File: config.mk
export PLATFORM = sky130hd
export DESIGN_NAME = mem_arb_top
export DESIGN_NICKNAME = d
export VERILOG_FILES = /design/src/mem_arb_pkg.sv /design/src/qos_arbiter.sv /design/src/req_pipe_stage.sv /design/src/rsp_router.sv /design/src/mem_arb_top.sv
export VERILOG_INCLUDE_DIRS = /design/src /design/src/src
export SDC_FILE = /design/constraint.sdc
export NUM_CORES = 1
export LEC_CHECK = 0
export ABC_AREA = 1
export BUFFER_PORTS_ARGS = -buffer_cell sky130_fd_sc_hd__buf_2
export CORE_ASPECT_RATIO = 1.75
export CORE_UTILIZATION = 40
export DETAILED_ROUTE_END_ITERATION = 6
export HOLD_SLACK_MARGIN = 0.02
export PLACE_DENSITY_LB_ADDON = 0.2
export SLEW_MARGIN = 40
export SYNTH_ARGS = -nofsm -noshare
export SYNTH_HDL_FRONTEND = slang
export SYNTH_HIERARCHICAL = 1
export SYNTH_SLANG_ARGS = --single-unit
export TNS_END_PERCENT = 30
File: constraint.sdc
create_clock -name clk_i -period 7.1 [get_ports clk_i]
set_clock_uncertainty 0.2 [all_clocks]
set_input_delay 0.355 -clock clk_i [delete_from_list [all_inputs] [get_ports clk_i]]
set_output_delay 0.355 -clock clk_i [all_outputs]
set_load 0.03 [all_outputs]
File: src/mem_arb_defs.svh
/*
 * Memory arbiter shared definitions
 * Widths of the cache request and response words, the QoS level
 * width and the transaction ID owned by the instruction cache
 */

`ifndef MEM_ARB_DEFS_SVH
`define MEM_ARB_DEFS_SVH

// Address and data widths of the memory port
`define MEM_ADDR_W 32
`define MEM_DATA_W 32

// Transaction ID carried by every request and its response
`define MEM_ID_W 4

// QoS priority level, 0 is the lowest
`define QOS_LEVEL_W 3

// Responses with this ID go to the instruction cache, all others to data
`define ICACHE_ID 0

`endif

File: src/mem_arb_pkg.sv
/*
 * Memory arbiter types
 * Cache request and response words, the per-request QoS word and
 * the combined word carried from the arbiter through the buffer
 */

`include "mem_arb_defs.svh"

package mem_arb_pkg;

    // Request issued by a cache toward the next memory level
    typedef struct packed {
        logic [`MEM_ADDR_W-1:0]   addr;
        logic [`MEM_DATA_W-1:0]   wdata;
        // One strobe bit per data byte
        logic [`MEM_DATA_W/8-1:0] be;
        logic                     we;
        logic [`MEM_ID_W-1:0]     id;
    } memory_req_t;

    // Response returned by memory, routed by id
    typedef struct packed {
        logic [`MEM_DATA_W-1:0] rdata;
        logic [`MEM_ID_W-1:0]   id;
        logic                   err;
    } memory_rsp_t;

    // Per-request priority information
    typedef struct packed {
        logic [`QOS_LEVEL_W-1:0] qos_level;
        logic                    urgent;
    } qos_config_t;

    // Granted request together with the QoS word that travels with it
    typedef struct packed {
        memory_req_t req;
        qos_config_t qos;
    } arb_req_t;

endpackage : mem_arb_pkg

File: src/qos_arbiter.sv
/*
 * QoS arbiter, stage one of the memory request path
 * Picks the instruction or data cache request each cycle by QoS level
 * and urgency, or gives the instruction cache fixed priority when QoS
 * is off. The grant is held while the downstream buffer stalls.
 */

`timescale 1ns/1ps

module qos_arbiter (
    input  logic                     clk_i,
    input  logic                     rst_n_i,

    // Instruction cache request side
    input  logic                     icache_req_valid_i,
    input  mem_arb_pkg::memory_req_t icache_req_i,
    input  mem_arb_pkg::qos_config_t icache_qos_i,
    output logic                     icache_req_ready_o,

    // Data cache request side
    input  logic                     dcache_req_valid_i,
    input  mem_arb_pkg::memory_req_t dcache_req_i,
    input  mem_arb_pkg::qos_config_t dcache_qos_i,
    output logic                     dcache_req_ready_o,

    input  logic                     qos_enable_i,

    // Toward the request buffer
    output logic                     out_valid_o,
    output mem_arb_pkg::arb_req_t    out_req_o,
    input  logic                     out_ready_i
);

    import mem_arb_pkg::*;

    logic        any_valid;
    logic        pick_icache;
    logic        grant_icache;
    logic        locked_q;
    logic        lock_icache_q;
    qos_config_t win_qos;

    // ==================================================================
    // Combinational pick
    // ==================================================================

    always_comb begin : proc_pick
        pick_icache = 1'b0;
        if (icache_req_valid_i && dcache_req_valid_i) begin
            if (!qos_enable_i) begin
                // Fixed priority fallback
                pick_icache = 1'b1;
            end else if (icache_qos_i.qos_level > dcache_qos_i.qos_level) begin
                pick_icache = 1'b1;
            end else if (icache_qos_i.qos_level == dcache_qos_i.qos_level) begin
                // Tie on level, urgency decides
                pick_icache = icache_qos_i.urgent && !dcache_qos_i.urgent;
            end
            // Data cache wins the remaining cases
        end else begin
            // Lone requester, or nobody
            pick_icache = icache_req_valid_i;
        end
    end

    // ==================================================================
    // Grant lock
    // ==================================================================

    // Stalled handshake keeps last cycle's winner
    assign grant_icache = locked_q ? lock_icache_q : pick_icache;

    always_ff @(posedge clk_i or negedge rst_n_i) begin : proc_lock
        if (!rst_n_i) begin
            locked_q      <= 1'b0;
            lock_icache_q <= 1'b0;
        end else begin
            locked_q      <= out_valid_o && !out_ready_i;
            lock_icache_q <= grant_icache;
        end
    end

    // ==================================================================
    // Output mux and readys
    // ==================================================================

    assign any_valid   = icache_req_valid_i || dcache_req_valid_i;
    assign out_valid_o = grant_icache ? icache_req_valid_i : dcache_req_valid_i;
    assign win_qos     = grant_icache ? icache_qos_i : dcache_qos_i;

    always_comb begin : proc_out_req
        out_req_o.req = grant_icache ? icache_req_i : dcache_req_i;
        // Zero QoS goes downstream when QoS is off
        out_req_o.qos = qos_enable_i ? win_qos : '0;
    end

    // Loser is blocked; with no request both follow the buffer's ready
    assign icache_req_ready_o = out_ready_i && (grant_icache || !any_valid);
    assign dcache_req_ready_o = out_ready_i && (!grant_icache || !any_valid);

endmodule : qos_arbiter

File: src/req_pipe_stage.sv
/*
 * Request buffer, stage two of the memory request path
 * Two-entry in-order buffer between the arbiter and memory with
 * registered output and a registered input ready
 */

`timescale 1ns/1ps

module req_pipe_stage (
    input  logic                  clk_i,
    input  logic                  rst_n_i,

    // From the arbiter
    input  logic                  in_valid_i,
    input  mem_arb_pkg::arb_req_t in_req_i,
    output logic                  in_ready_o,

    // Toward memory
    output logic                  out_valid_o,
    output mem_arb_pkg::arb_req_t out_req_o,
    input  logic                  out_ready_i
);

    import mem_arb_pkg::*;

    // Entry storage
    arb_req_t   slot_q [0:1];

    // Ring pointers and fill level
    logic       wr_ptr_q;
    logic       rd_ptr_q;
    logic [1:0] count_q;
    logic [1:0] count_d;
    logic       in_ready_q;

    logic       push;
    logic       pop;

    // ==================================================================
    // Handshakes
    // ==================================================================

    assign push = in_valid_i && in_ready_q;
    assign pop  = out_valid_o && out_ready_i;

    assign count_d = count_q + 2'(push) - 2'(pop);

    // Head entry drives memory straight from the slot registers
    assign out_valid_o = (count_q != 2'd0);
    assign out_req_o   = slot_q[rd_ptr_q];

    // Ready only depends on state, memory ready never reaches the caches
    assign in_ready_o  = in_ready_q;

    // ==================================================================
    // State
    // ==================================================================

    always_ff @(posedge clk_i or negedge rst_n_i) begin : proc_ctrl
        if (!rst_n_i) begin
            wr_ptr_q   <= 1'b0;
            rd_ptr_q   <= 1'b0;
            count_q    <= 2'd0;
            in_ready_q <= 1'b1;
        end else begin
            if (push) begin
                wr_ptr_q <= ~wr_ptr_q;
            end
            if (pop) begin
                rd_ptr_q <= ~rd_ptr_q;
            end
            count_q    <= count_d;
            // Drop ready once both entries hold a request
            in_ready_q <= (count_d != 2'd2);
        end
    end

    always_ff @(posedge clk_i) begin : proc_slots
        if (push) begin
            slot_q[wr_ptr_q] <= in_req_i;
        end
    end

endmodule : req_pipe_stage

File: src/rsp_router.sv
/*
 * Response router, stage three
 * Steers each memory response to the cache that owns its ID and
 * returns that cache's ready to memory, with no added latency
 */

`timescale 1ns/1ps

`include "mem_arb_defs.svh"

module rsp_router (
    // From memory
    input  logic                     mem_rsp_valid_i,
    input  mem_arb_pkg::memory_rsp_t mem_rsp_i,
    output logic                     mem_rsp_ready_o,

    // Toward the caches
    output logic                     icache_rsp_valid_o,
    output logic                     dcache_rsp_valid_o,
    output mem_arb_pkg::memory_rsp_t rsp_o,
    input  logic                     icache_rsp_ready_i,
    input  logic                     dcache_rsp_ready_i
);

    // Instruction cache ID at the width of the ID field
    localparam logic [`MEM_ID_W-1:0] ICACHE_ID_VAL = `ICACHE_ID;

    logic is_icache;

    // ==================================================================
    // Ownership decode
    // ==================================================================

    // Any ID other than the instruction cache's belongs to data
    assign is_icache = (mem_rsp_i.id == ICACHE_ID_VAL);

    // Only the owner sees valid
    assign icache_rsp_valid_o = mem_rsp_valid_i && is_icache;
    assign dcache_rsp_valid_o = mem_rsp_valid_i && !is_icache;

    // Payload is shared, the valids pick the receiver
    assign rsp_o = mem_rsp_i;

    // ==================================================================
    // Back-pressure
    // ==================================================================

    always_comb begin : proc_rsp_ready
        if (!mem_rsp_valid_i) begin
            // Idle bus, memory may present a response at any time
            mem_rsp_ready_o = 1'b1;
        end else if (is_icache) begin
            mem_rsp_ready_o = icache_rsp_ready_i;
        end else begin
            mem_rsp_ready_o = dcache_rsp_ready_i;
        end
    end

endmodule : rsp_router

File: src/mem_arb_top.sv
/*
 * Memory request arbiter top
 * QoS arbiter, two-entry request buffer and response router between
 * the instruction and data caches and the next memory level
 */

`timescale 1ns/1ps

module mem_arb_top (
    input  logic                     clk_i,
    input  logic                     rst_n_i,

    // Instruction cache
    input  logic                     icache_req_valid_i,
    input  mem_arb_pkg::memory_req_t icache_req_i,
    input  mem_arb_pkg::qos_config_t icache_qos_i,
    output logic                     icache_req_ready_o,
    output logic                     icache_rsp_valid_o,
    input  logic                     icache_rsp_ready_i,

    // Data cache
    input  logic                     dcache_req_valid_i,
    input  mem_arb_pkg::memory_req_t dcache_req_i,
    input  mem_arb_pkg::qos_config_t dcache_qos_i,
    output logic                     dcache_req_ready_o,
    output logic                     dcache_rsp_valid_o,
    input  logic                     dcache_rsp_ready_i,

    // Response payload shared by both caches
    output mem_arb_pkg::memory_rsp_t cache_rsp_o,

    input  logic                     qos_enable_i,

    // Next memory level
    output logic                     mem_req_valid_o,
    output mem_arb_pkg::memory_req_t mem_req_o,
    output mem_arb_pkg::qos_config_t mem_qos_config_o,
    input  logic                     mem_req_ready_i,
    input  logic                     mem_rsp_valid_i,
    input  mem_arb_pkg::memory_rsp_t mem_rsp_i,
    output logic                     mem_rsp_ready_o
);

    import mem_arb_pkg::*;

    // Arbiter to buffer
    logic     arb_valid;
    logic     arb_ready;
    arb_req_t arb_req;

    // Buffer head toward memory
    arb_req_t buf_req;

    // ==================================================================
    // Request path
    // ==================================================================

    qos_arbiter u_qos_arbiter (
        .clk_i              (clk_i),
        .rst_n_i            (rst_n_i),
        .icache_req_valid_i (icache_req_valid_i),
        .icache_req_i       (icache_req_i),
        .icache_qos_i       (icache_qos_i),
        .icache_req_ready_o (icache_req_ready_o),
        .dcache_req_valid_i (dcache_req_valid_i),
        .dcache_req_i       (dcache_req_i),
        .dcache_qos_i       (dcache_qos_i),
        .dcache_req_ready_o (dcache_req_ready_o),
        .qos_enable_i       (qos_enable_i),
        .out_valid_o        (arb_valid),
        .out_req_o          (arb_req),
        .out_ready_i        (arb_ready)
    );

    req_pipe_stage u_req_pipe_stage (
        .clk_i       (clk_i),
        .rst_n_i     (rst_n_i),
        .in_valid_i  (arb_valid),
        .in_req_i    (arb_req),
        .in_ready_o  (arb_ready),
        .out_valid_o (mem_req_valid_o),
        .out_req_o   (buf_req),
        .out_ready_i (mem_req_ready_i)
    );

    // Memory sees request and QoS as separate ports
    assign mem_req_o        = buf_req.req;
    assign mem_qos_config_o = buf_req.qos;

    // ==================================================================
    // Response path
    // ==================================================================

    rsp_router u_rsp_router (
        .mem_rsp_valid_i    (mem_rsp_valid_i),
        .mem_rsp_i          (mem_rsp_i),
        .mem_rsp_ready_o    (mem_rsp_ready_o),
        .icache_rsp_valid_o (icache_rsp_valid_o),
        .dcache_rsp_valid_o (dcache_rsp_valid_o),
        .rsp_o              (cache_rsp_o),
        .icache_rsp_ready_i (icache_rsp_ready_i),
        .dcache_rsp_ready_i (dcache_rsp_ready_i)
    );

endmodule : mem_arb_top

; After elaboration in Yosys (flattened, before gate mapping)
; Memory sizes are Yosys's and may differ from the RTL's.
; Index checks and enable logic that the tools add are counted.
[classes]
n_div = 0
mux = 13
mul = 0
n_eq_ne = 2
bitwise_logic = 2
reduce_logical = 19
add_sub_neg = 2
shifts = 0
n_lt_le_gt_ge = 1
[op_table]
columns = operator, count
row1 = 2-to-1 mux 73 bit, 1
row2 = 2-to-1 mux 1 bit, 10
row3 = logical AND 1 bit, 9
row4 = 2-to-1 mux 4 bit, 2
row5 = zero test 1 bit, 5
row6 = zero test 4 bit, 1
row7 = == test 3 bit, 1
row8 = greater-than comparator 3 bit, 1
row9 = logical OR 1 bit, 3
row10 = adder 2 x 1 -> 2 bit, 1
row11 = "!= test 2 bit, second input constant", 1
row12 = inverter 1 bit, 2
row13 = nonzero test 2 bit, 1
row14 = subtractor 2 x 1 -> 2 bit, 1
[word_totals]
memories = 1
output_inout_bits = 120
latchBits = 0
word_cells = 46
in_bits = 200
romBits = 0
ram_bits = 154
register_bits = 7
[mem_list]
columns = memory, words, word_bits, read_ports, rd_ports_with_merged_regs, write_ports, line
row1 = u_req_pipe_stage.slot_q, 2, 77, 1, 0, 1, req_pipe_stage.sv:27  ; arb_req_t slot_q [0:1];

; Logic depth before layout (Yosys ltp)
; Gate-level depths: netlist of run 1.
[logic_depth]
depth_word = 12
depth_mapped = 23
depth_no_buf = 22

; By module
; Netlist of run 1, hierarchy kept.
[by_module_without_submodules]
columns = mod, n_inst, seq_area_each_um2, area_each_um2, cells_per_inst
row1 = req_pipe_stage, 1, 4750.8, 5865.6, 435
row2 = qos_arbiter, 1, 50.0, 1348.8, 298
row3 = rsp_router, 1, 0.0, 320.3, 46

; Worst setup path before layout of run 1
; No wires, ideal clock.
[synth_timing]
kind = input port to flip-flop
from = in dcache_qos_i[3] in the netlist's numbering
to = mem u_req_pipe_stage/slot_q[0][0] in the netlist's numbering, enable pin
n_path_buf = 1
setup_ns = 0.513
setup_slack_ns = 1.697
arrival_time_ns = 4.690
t_required_ns = 6.387
path_stages = 13
cell_sequence = inv_1 ha_1 nand3_1 nor2_1 nor2_1 nand2_1 nand2_2 buf_4 nand3_1 nand2_1 inv_1 nand2_1 nor2_1
[synth_via]
elab_chain_len = 10
word_cells_on_any_way = 11
cone_classes = order compare: 1 / eq/ne: 1 / mux: 8 / reduce/logical: 1
[synth_rtl]
columns = element, line
row1 = "start, declared", mem_arb_top.sv:24  ; input mem_arb_pkg::qos_config_t dcache_qos_i,
row2 = "parallel branches: the longest is 2 deep, another holds greater-than comparator 3 bit", --
row3 = 2-to-1 mux 1 bit *, qos_arbiter.sv:53  ; end else if (icache_qos_i.qos_level > dcache_qos_i.qos_level) begin
row4 = 2-to-1 mux 1 bit *, qos_arbiter.sv:50  ; if (!qos_enable_i) begin
row5 = 2-to-1 mux 1 bit *, qos_arbiter.sv:49  ; if (icache_req_valid_i && dcache_req_valid_i) begin
row6 = 2-to-1 mux 1 bit *, qos_arbiter.sv:71  ; assign grant_icache = locked_q ? lock_icache_q : pick_icache;
row7 = 2-to-1 mux 1 bit *, qos_arbiter.sv:88  ; assign out_valid_o = grant_icache ? icache_req_valid_i : dcache_req_valid_i;
row8 = named net arb_valid, mem_arb_top.sv:47  ; logic arb_valid;
row9 = logical AND 1 bit *, req_pipe_stage.sv:43  ; assign push = in_valid_i && in_ready_q;
row10 = 2-to-1 mux 1 bit *, req_pipe_stage.sv:79  ; if (push) begin
row11 = 2-to-1 mux 1 bit (not written as such) *, req_pipe_stage.sv:80  ; slot_q[wr_ptr_q] <= in_req_i;
row12 = "end, declared", req_pipe_stage.sv:27
; Mark *: on every way through the listed nets, which the timed path passes.

; Final worst setup path of run 1
[layout_timing]
from = in icache_qos_i[3] in the netlist's numbering
to = out dcache_req_ready_o
[layout_via]
elab_chain_len = 9
word_cells_on_any_way = 10
cone_classes = order compare: 1 / eq/ne: 1 / mux: 5 / reduce/logical: 3
[layout_rtl]
columns = element, line
row1 = "start, declared", mem_arb_top.sv:16  ; input mem_arb_pkg::qos_config_t icache_qos_i,
row2 = "parallel branches: the longest is 2 deep, another holds greater-than comparator 3 bit", --
row3 = 2-to-1 mux 1 bit *, qos_arbiter.sv:53
row4 = 2-to-1 mux 1 bit *, qos_arbiter.sv:50
row5 = 2-to-1 mux 1 bit *, qos_arbiter.sv:49
row6 = 2-to-1 mux 1 bit *, qos_arbiter.sv:71
row7 = zero test 1 bit *, qos_arbiter.sv:99  ; assign dcache_req_ready_o = out_ready_i && (!grant_icache || !any_valid);
row8 = logical OR 1 bit *, qos_arbiter.sv:99
row9 = logical AND 1 bit *, qos_arbiter.sv:99
row10 = "end, declared", mem_arb_top.sv:25  ; output logic dcache_req_ready_o,
; Every way passes the cells marked *.

==> results of run 1 <==
==> final cells by class <==
class	instances	area, um^2
clock buffers	18	429
clock inverters	14	145
fillers	1786	9160
inverters	20	75.1
multi-input cells	518	2150
flip-flops and latches	161	4800
well taps	238	298
repair buffers	269	1430
==> logic make-up after synthesis <==
kind of cell | Yosys count | share of synthesized area
buffers and inverters | 100 | 0.0815
and+or+nand+nor | 505 | 0.267
DFF | 161 | 0.637
adders and majority gates | 4 | 0.00664
AOI/OAI and AO/OA | 7 | 0.00498
xor gates and xnor gates | 2 | 0.00233
==> timing repair <==
item | 4_1_cts | 5_1_grt
hold buffers | 8 | 0
buffers inserted | 0 | 0
endpoints found under the hold margin | 21 | 0
gates resized for setup | 0 | 0
==> worst min-delay path by stage <==
stage                startpoint                        endpoint  slack, ns  cells past startpoint
2_1_floorplan           rst_n_i     u_qos_arbiter/lock_icache_q      -0.14                      0
3_3_place_gp            rst_n_i     u_qos_arbiter/lock_icache_q     -0.002                      1
3_5_place_dp            rst_n_i     u_qos_arbiter/lock_icache_q     -0.002                      1
4_1_cts        icache_req_i[65]  u_req_pipe_stage/slot_q[0][69]       0.02                      3
5_1_grt        icache_req_i[63]  u_req_pipe_stage/slot_q[1][67]       0.02                      3
6_report        icache_req_i[9]  u_req_pipe_stage/slot_q[0][13]       0.03                      3
==> cell usage after synthesis, drive strengths merged <==
library cell | n | area (um^2)
ha | 4 | 50.1
xor2 | 2 | 17.5
buf | 78 | 532
inv | 20 | 75.1
dfstp | 1 | 26.3
clkbuf | 2 | 7.51
dfrtp | 6 | 150
a21boi | 1 | 7.51
nand2 | 403 | 1520
nand3 | 87 | 435
edfxtp | 154 | 4620
a21oi | 6 | 30.0
nor2 | 15 | 61.3
==> worst reg2reg max path: stages, from the launching register on <==
cell and delay (ns):
dfrtp_1 0.47, nand2_8 0.30, nand3_1 0.23, nand2_1 0.08, inv_1 0.08, nand2_1 0.19, nor2_4 0.43, buf_16 0.21
buf_4 0.59
==> sequential cells by signal, indices dropped and copies added, names as in the netlist <==
| signal | cells |
|---|---|
| u_qos_arbiter/lock_icache_q | 1 |
| u_qos_arbiter/locked_q | 1 |
| u_req_pipe_stage/count_q | 2 |
| u_req_pipe_stage/in_ready_o | 1 |
| u_req_pipe_stage/rd_ptr_q | 1 |
| u_req_pipe_stage/slot_q | 154 |
| u_req_pipe_stage/wr_ptr_q | 1 |
==> routing by layer <==
metal / up-vias / share of wire / track usage
li1: 2927 / - / -
met1: 2678 / 0.35 / 0.199
met2: 177 / 0.55 / 0.363
met3: 67 / 0.054 / 0.0401
met4: 0 / 0.043 / 0.106
met5: - / 0 / 0
==> power groups by stage <==
stage | combinational, mW | sequential (mW) | clock (mW)
final | 1.95 | 1.59 | 0.881
after global routing | 2.13 | 1.63 | 0.937
after CTS | 2.00 | 1.60 | 0.900
after detailed placement | 1.99 | 1.62 | 0
after global placement | 1.96 | 1.60 | 0
after floorplan | 1.41 | 1.63 | 0
==> per-stage QoR <==
stage	instance area, um^2	worst slack, ns
final	9330	3.37
after global placement	8640	3.11
after detailed placement	8680	3.10
after floorplan	7530	1.70
after global routing	9330	3.11
after CTS	9330	3.09
==> metrics.txt, run 1 <==
Critical Path Start Type=input pin; DRT iter0 DRCs=approximately 250; die height=184 um; internal power=2.48 mW; synth unique cells=19; Seq pwr share=0.361; Crit-path slowest cell=nand2_2; Worst slew margin=0.524; maximum root-to-sink buffer count=2; Cell Count, Final, Fillers Out=approximately 1200; Slew Limit Fails=0; hold crit path type=input pin to flop; routability cong.=0.757; CP Depth=12; RR Startpoint=u_qos_arbiter/locked_q; clock group share of total power=0.199; antenna violations before repair=0; Critical Path Max Stage Delay=0.58 ns; max-cap violation count=0; CTS tree=built; H-tree depth=4; placed insts=roughly 1200; # rows=66; Synth Register Bits=161; die area=0.0194 mm^2; Worst Reg-to-Reg Cells=8; Chip Width=between 100 and 150 um; post-synthesis sequential area ratio=0.637; CP Cell Sequence=buf_2 -> ha_1 -> a21oi_1 -> nand2_1 -> nand2_1 -> nand2_1 -> nand2_2 -> buf_6 -> nand2_2 -> buf_4 -> a21boi_0 -> buf_2; Num Clock Sinks=161; switching share of power=0.439; pin count of the biggest net entering global routing=between 80 and 90; Antenna Violating Nets Remaining=0; f_max=0.268 GHz; overall routing resource usage=0.194; Critical Path RT=6.55 ns; vias in the first global route=roughly 5500; RSZ-0062 raised after global routing=false; CP arrival=3.18 ns; Buf/Inv on CP=4; Total Power=4.42 mW; FF-to-FF setup slack=3.93 ns; most common cell after layout, fill and taps aside=nand2_1; worst r2r dst=u_req_pipe_stage/slot_q[0][4]; startpoint of the worst setup timing path=icache_qos_i[3]; combinational share of power=0.440; share of layout cells above drive strength 1=0.301; Worst Max-Slew Pin Slew=0.715 ns; Final setup viols=0; Core Util, Final=0.505; kind of critical path=input pin to output port; Critical Path Most Common Cell=nand2_1; Buffers on Ports=253; total core area=0.0185 mm^2; P&R area growth vs syn=23.9%; PD cells=474 mW/mm^2; routed wire length per instance=15.1 um; clock latency on the worst-skew pair=0.41 ns; post-synthesis cell area=0.00753 mm^2; Post-DP HPWL=12700 um; I/O pins=320; drt pass-1 iters=4; Yosys warning total=6; clock root buffer=clkbuf_16; minimum hold slack=0.0286 ns; TritonCTS buffer count=17; detailed-route via count=5849; gr ovfl total=0; outcome=complete, no violations; Post-route DRC=0; peak supply drop=0.203 mV; starting density of the core=0.407; Syn Area/Cell=9.67 um^2; Hold Violations, Final=0; Vias/cell=4.72; WL final=roughly 19000 um; Worst-path clk slew=0.07 ns; fin crit period=3.73 ns; CP endpoint kind=output port; fin nets=1191; syn_nets=983; worst-path fanout max=83; cells after synthesis=779; most frequent cells in the layout=nand2_1 (400), buf_2 (253), edfxtp_1 (154); TNS Setup=0 ns; leak pwr=4.51 nW; P_sw=1.94 mW; # diodes=0; Worst Setup EP=dcache_req_ready_o; fin crit share=0.526; first-pass GRT wire length=about 28000 um; CP delay by family, top=buffers and inverters
Note: power is estimated with default switching activity, not from simulation.
==> inputs of run 2 (changes only) <==
Settings changed: ABC_AREA 1 to 0.
Clock period 7.1 ns to 3.05 ns, I/O delays scaled along.
==> metrics.txt, run 2 <==
Num Clock Sinks=161; Commonest cells post-synth=edfxtp_1 (154), mux2_2 (118), buf_4 (38), mux2_4 (20); Synth Register Bits=approximately 160; most frequent cells in the layout=buf_2 (253), dlygate4sd3_1 (162), edfxtp_1 (154); most common cell in the netlist=edfxtp_1; RSZ-0062 raised after global routing=false; Hold Violations, Final=0; Setup Fix Bufs, Post-CTS=0; Worst Max-Slew Pin Slew=0.588 ns; CTS tree=built; routability cong.=0.746; Worst Reg-to-Reg Cells=5; syn_nets=633; CP endpoint kind=flop; fin nets=just over 1000; post_cts resized=0; drt pass-1 iters=4; DRT iter0 DRCs=roughly 160; WL final=around 17000 um; outcome=complete, no violations; Top reg by flops=u_req_pipe_stage/slot_q; f_max=0.340 GHz; Slew Limit Fails=0; hold crit path type=input pin to asynchronous set/reset pin; share of the synthesized area in the top cell type=0.620; die height=roughly 180 um; gr ovfl total=0; worst-path fanout max=31; clock root buffer=clkbuf_16; Syn Area/Cell=approximately 17 um^2; Setup WS post-layout=0.110 ns; peak supply drop=0.496 mV; TritonCTS buffer count=17; Antenna Violating Nets Remaining=0; fraction of registers with async set/reset=0.0435; max-cap violation count=0; post-synthesis cell area=roughly 0.0075 mm^2; Yosys top cell by area=edfxtp_1; Post-DP HPWL=10900 um; first-pass GRT wire length=25800 um; Critical Path RT=2.99 ns; kind of critical path=input pin to flop; Yosys warning total=6; pin count of the biggest net entering global routing=50; starting density of the core=0.411; routed wire length per instance=16.0 um; maximum root-to-sink buffer count=2; synth unique cells=35; Worst-path clk slew=0.06 ns; Vias/cell=4.80; EDFF count, synth=154; # rows=65; post-synthesis sequential area ratio=0.644; PD cells=935 mW/mm^2; CP arrival=around 2.9 ns; leak pwr=4.45 nW; overall routing resource usage=0.176; total core area=0.0181 mm^2; Core Util, Final=0.605; Post-route DRC=0; most common cell after layout, fill and taps aside=buf_2; vias in the first global route=5452; die area=around 0.019 mm^2; max FFs per register=around 150; FF-to-FF setup slack=roughly 0.40 ns; I/O pins=320; P&R area growth vs syn=47.0%; clock latency on the worst-skew pair=0.41 ns; Place WS=0.264 ns; fin crit period=2.94 ns; Chip Width=105 um; largest cells by area after synthesis=edfxtp_1 (62%), mux2_2 (18%), mux2_4 (4.0%), buf_4 (3.8%), dfrtp_1 (2.0%); detailed-route via count=5110; ys flop type=edfxtp_1; Final setup viols=0; fin crit share=0.964; H-tree depth=4; cells after synthesis=429; Worst slew margin=0.608; # diodes=0; antenna violations before repair=0; Critical Path Start Type=input pin; Buffers on Ports=253; RR Startpoint=u_qos_arbiter/locked_q; worst r2r dst=u_req_pipe_stage/slot_q[1][15]; Largest regs=u_req_pipe_stage/slot_q: 154 flops, u_req_pipe_stage/count_q: 2 flops; share of layout cells above drive strength 1=0.535
## run 2: changes by cell type after synthesis, moves of 6 or more
| cell | change |
|---|---|
| buf_4 | -9 |
| nand3_1 | -87 |
| mux2_4 | +20 |
| buf_2 | -15 |
| mux2_1 | +12 |
| mux2_2 | +118 |
| buf_1 | -6 |
| nand2_1 | -389 |
| inv_1 | -12 |
| nor2b_1 | +6 |
| buf_6 | +7 |
| nor2_1 | -10 |
| mux2i_1 | +6 |
## run 2: how the worst max path moves through the flow
stage	startpoint	endpoint	slack, ns
after CTS	dcache_req_valid_i	u_req_pipe_stage/slot_q[1][32]	0.08
final	dcache_req_valid_i	u_req_pipe_stage/slot_q[1][15]	0.11
after global routing	dcache_req_valid_i	u_req_pipe_stage/slot_q[0][21]	0.03
after detailed placement	icache_qos_i[3]	u_req_pipe_stage/in_ready_o	0.26
after global placement	icache_qos_i[3]	u_req_pipe_stage/in_ready_o	0.37
after floorplan	dcache_qos_i[2]	u_req_pipe_stage/slot_q[0][0]	-0.04
## run 2: stage by stage
step	power (mW)	setup TNS, ns	cells	area, um^2	hold slack, ns
6_report	10.3	0	1064	11000	0.0733
3_5_place_dp	8.00	0	869	8770	-0.192
5_1_grt	10.7	0	1064	11000	0.0711
2_1_floorplan	6.87	-3.44	429	7510	-0.343
3_3_place_gp	7.92	0	869	8770	-0.196
4_1_cts	10.4	0	1063	10900	0.0451
## run 2: power by group
part | internal [mW] | switching [mW] | total [mW]
clock | 1.07 | 0.908 | 1.98
combinational | 1.92 | 2.69 | 4.60
sequential | 3.43 | 0.249 | 3.67
## run 2: logic make-up (layout without fill, tap and decap cells)
group                    after synthesis  in the layout  share of synthesized area
flip-flops                           161            161                      0.644
multiplexers                         156            156                      0.245
buffers and inverters                 62            463                     0.0633
AND/OR/NAND/NOR                       32             32                     0.0245
AO/OA/AOI/OAI                         10             10                     0.0124
adder cells (fa/ha/maj)                4              4                    0.00671
XOR/XNOR                               4              4                    0.00470
## run 2: timing repair
item / CTS / global route
hold buffers: 162 / 0
setup endpoints to repair: 0 / 10
hold endpoints to repair: 164 / 0
## run 2: critical path: stages
cell,delay [ns]
dlygate4sd3_1,0.52
buf_2,0.12
nand2_2,0.05
a311oi_1,0.26
nand2_1,0.13
a32oi_4,0.39
buf_12,0.26
mux2_1,0.37
dlygate4sd3_1,0.60
## run 2: cell type report
| cell class | count | area [um^2] |
|---|---|---|
| Fill cell | 1428 | 7170 |
| Sequential cell | 161 | 4800 |
| Timing Repair Buffer | 424 | 3050 |
| Multi-Input combinational cell | 206 | 2230 |
| Clock buffer | 18 | 429 |
| Tap cell | 234 | 293 |
| Clock inverter | 14 | 123 |
| Inverter | 7 | 38.8 |
## run 2: metal layers
metal	wire length (um)	global-route usage	share of wire	vias to the layer above
met3	679	0.0300	0.040	55
met4	779	0.115	0.046	0
met2	9670	0.339	0.57	184
li1	-	-	-	2374
met1	5910	0.169	0.35	2497
met5	0	0	0	-
==> inputs of run 3 (changes only) <==
Settings changed: ABC_CLOCK_PERIOD_IN_PS set to 3050, CORE_UTILIZATION 40 to 43, HOLD_SLACK_MARGIN 0.02 to 0.08.
==> metrics.txt, run 3 (same netlist as run 2, synthesis figures left out) <==
fin crit share=0.960; DRT iter0 DRCs=163; most frequent cells in the layout=buf_2 (253), dlygate4sd3_1 (164), edfxtp_1 (154); pin count of the biggest net entering global routing=46; Worst-path clk slew=0.06 ns; antenna violations before repair=2; Critical Path Most Common Cell=dlygate4sd3_1; fin nets=1022; TritonCTS buffer count=17; Hold Violations, Final=0; f_max=0.342 GHz; Buf/Inv on CP=4; Post-DP HPWL=around 11000 um; final instance area=0.0110 mm^2; overall routing resource usage=0.197; most common cell after layout, fill and taps aside=buf_2; minimum hold slack=0.105 ns; H-tree depth=4; fin crit period=2.93 ns; CP arrival=2.88 ns; routability cong.=0.790; max FFs per register=154; max-cap violation count=0; Setup Fix Bufs, Post-CTS=0; Crit-path slowest cell=dlygate4sd3_1; CP delay by family, top=buffers and inverters; clock latency on the worst-skew pair=0.42 ns; peak supply drop=0.583 mV; Critical Path Start Type=input pin; post-place instance area=about 0.0088 mm^2; starting density of the core=0.440; Post-route DRC=0; first-pass GRT wire length=26400 um; CTS tree=built; hold crit path type=input pin to output port; total core area=0.0169 mm^2; Critical Path RT=3.00 ns; kind of critical path=input pin to flop; Chip Width=approximately 100 um; I/O pins=320; PD cells=937 mW/mm^2; routed wire length per instance=between 15 and 20 um; Top reg by flops=u_req_pipe_stage/slot_q; maximum root-to-sink buffer count=2; CP endpoint kind=flop; Worst Max-Slew Pin Slew=approximately 0.53 ns; Antenna Violating Nets Remaining=0; WL final=17000 um; FF-to-FF setup slack=0.41 ns; Slew Limit Fails=0; detailed-route via count=5039; worst-path fanout max=45; Num Clock Sinks=161; Worst slew margin=0.645; CP Cell Sequence=dlygate4sd3_1 -> buf_2 -> a21oi_1 -> nand4_1 -> a32oi_4 -> buf_12 -> mux2_2 -> dlygate4sd3_1; outcome=complete, no violations; Largest regs=u_req_pipe_stage/slot_q: 154 flops, u_req_pipe_stage/count_q: 2 flops; RSZ-0062 raised after global routing=false; Vias/cell=4.75; share of layout cells above drive strength 1=0.535; gr ovfl total=0; # rows=63; P&R area growth vs syn=47.3%; die area=0.0179 mm^2; leak pwr=4.45 nW; vias in the first global route=~5500; Final setup viols=0; drt pass-1 iters=4; die height=176 um; Buffers on Ports=around 250; clock root buffer=clkbuf_16; Critical Path Max Stage Delay=0.57 ns
run 3: layout make-up:
class	instances	area, um^2
antenna	2	5.00
clock buffer	18	439
clock inverter	14	129
fill	1254	5960
inverter	7	38.8
multi-input combinational	206	2230
sequential	161	4800
tap	227	284
timing repair buffer	425	3060
run 3: worst register-to-register path, cell delays in order (launching register included):
cell and delay (ns):
dfrtp_1 0.42, nor2b_1 0.10, a32oi_4 0.36, buf_12 0.31
mux2_2 0.43, dlygate4sd3_1 0.57
run 3: report_power, final:
part | switching [mW] | leakage [nW] | internal (mW)
combinational | 2.64 | 2.64 | 1.92
clock | 0.866 | 0.274 | 1.15
sequential | 0.290 | 1.54 | 3.42
total | 3.80 | 4.45 | 6.50
run 3: path summary, 6_finish.rpt:
path | start | to | cells after the start
worst max-delay path | icache_qos_i[0] | u_req_pipe_stage/slot_q[1][35] | 8
worst min-delay path | mem_rsp_i[25] | cache_rsp_o[25] | 0
worst max register to register | u_qos_arbiter/locked_q | u_req_pipe_stage/slot_q[1][35] | 5
worst min register to register | u_req_pipe_stage/wr_ptr_q | u_req_pipe_stage/wr_ptr_q | 1
max in group asynchronous | rst_n_i | u_req_pipe_stage/rd_ptr_q | 4
min in group asynchronous | rst_n_i | u_req_pipe_stage/in_ready_o | 3
run 3: repair_timing:
item                                    CTS  global route
endpoints found under the setup margin    0             4
hold buffers                            164             0
gates resized for setup                   0             0
endpoints found under the hold margin   165             0
run 3: metrics by stage:
stage          worst slack, ns  utilization  std cells  power [mW]  TNS, ns
6_report                 0.122        0.648       1060        10.3        0
5_1_grt                 0.0422        0.648       1060        10.8        0
4_1_cts                  0.101        0.648       1058        10.4        0
3_5_place_dp             0.235        0.517        862        8.01        0
3_3_place_gp             0.317        0.517        862        7.92        0
2_1_floorplan          -0.0446            -        429        6.87    -3.44
run 3: metal layers:
| metal | global-route usage | vias up | part of all wire |
|---|---|---|---|
| li1 | - | 2369 | - |
| met1 | 0.196 | 2427 | 0.36 |
| met2 | 0.364 | 196 | 0.56 |
| met3 | 0.0412 | 47 | 0.045 |
| met4 | 0.118 | 0 | 0.035 |
| met5 | 0 | - | 0 |
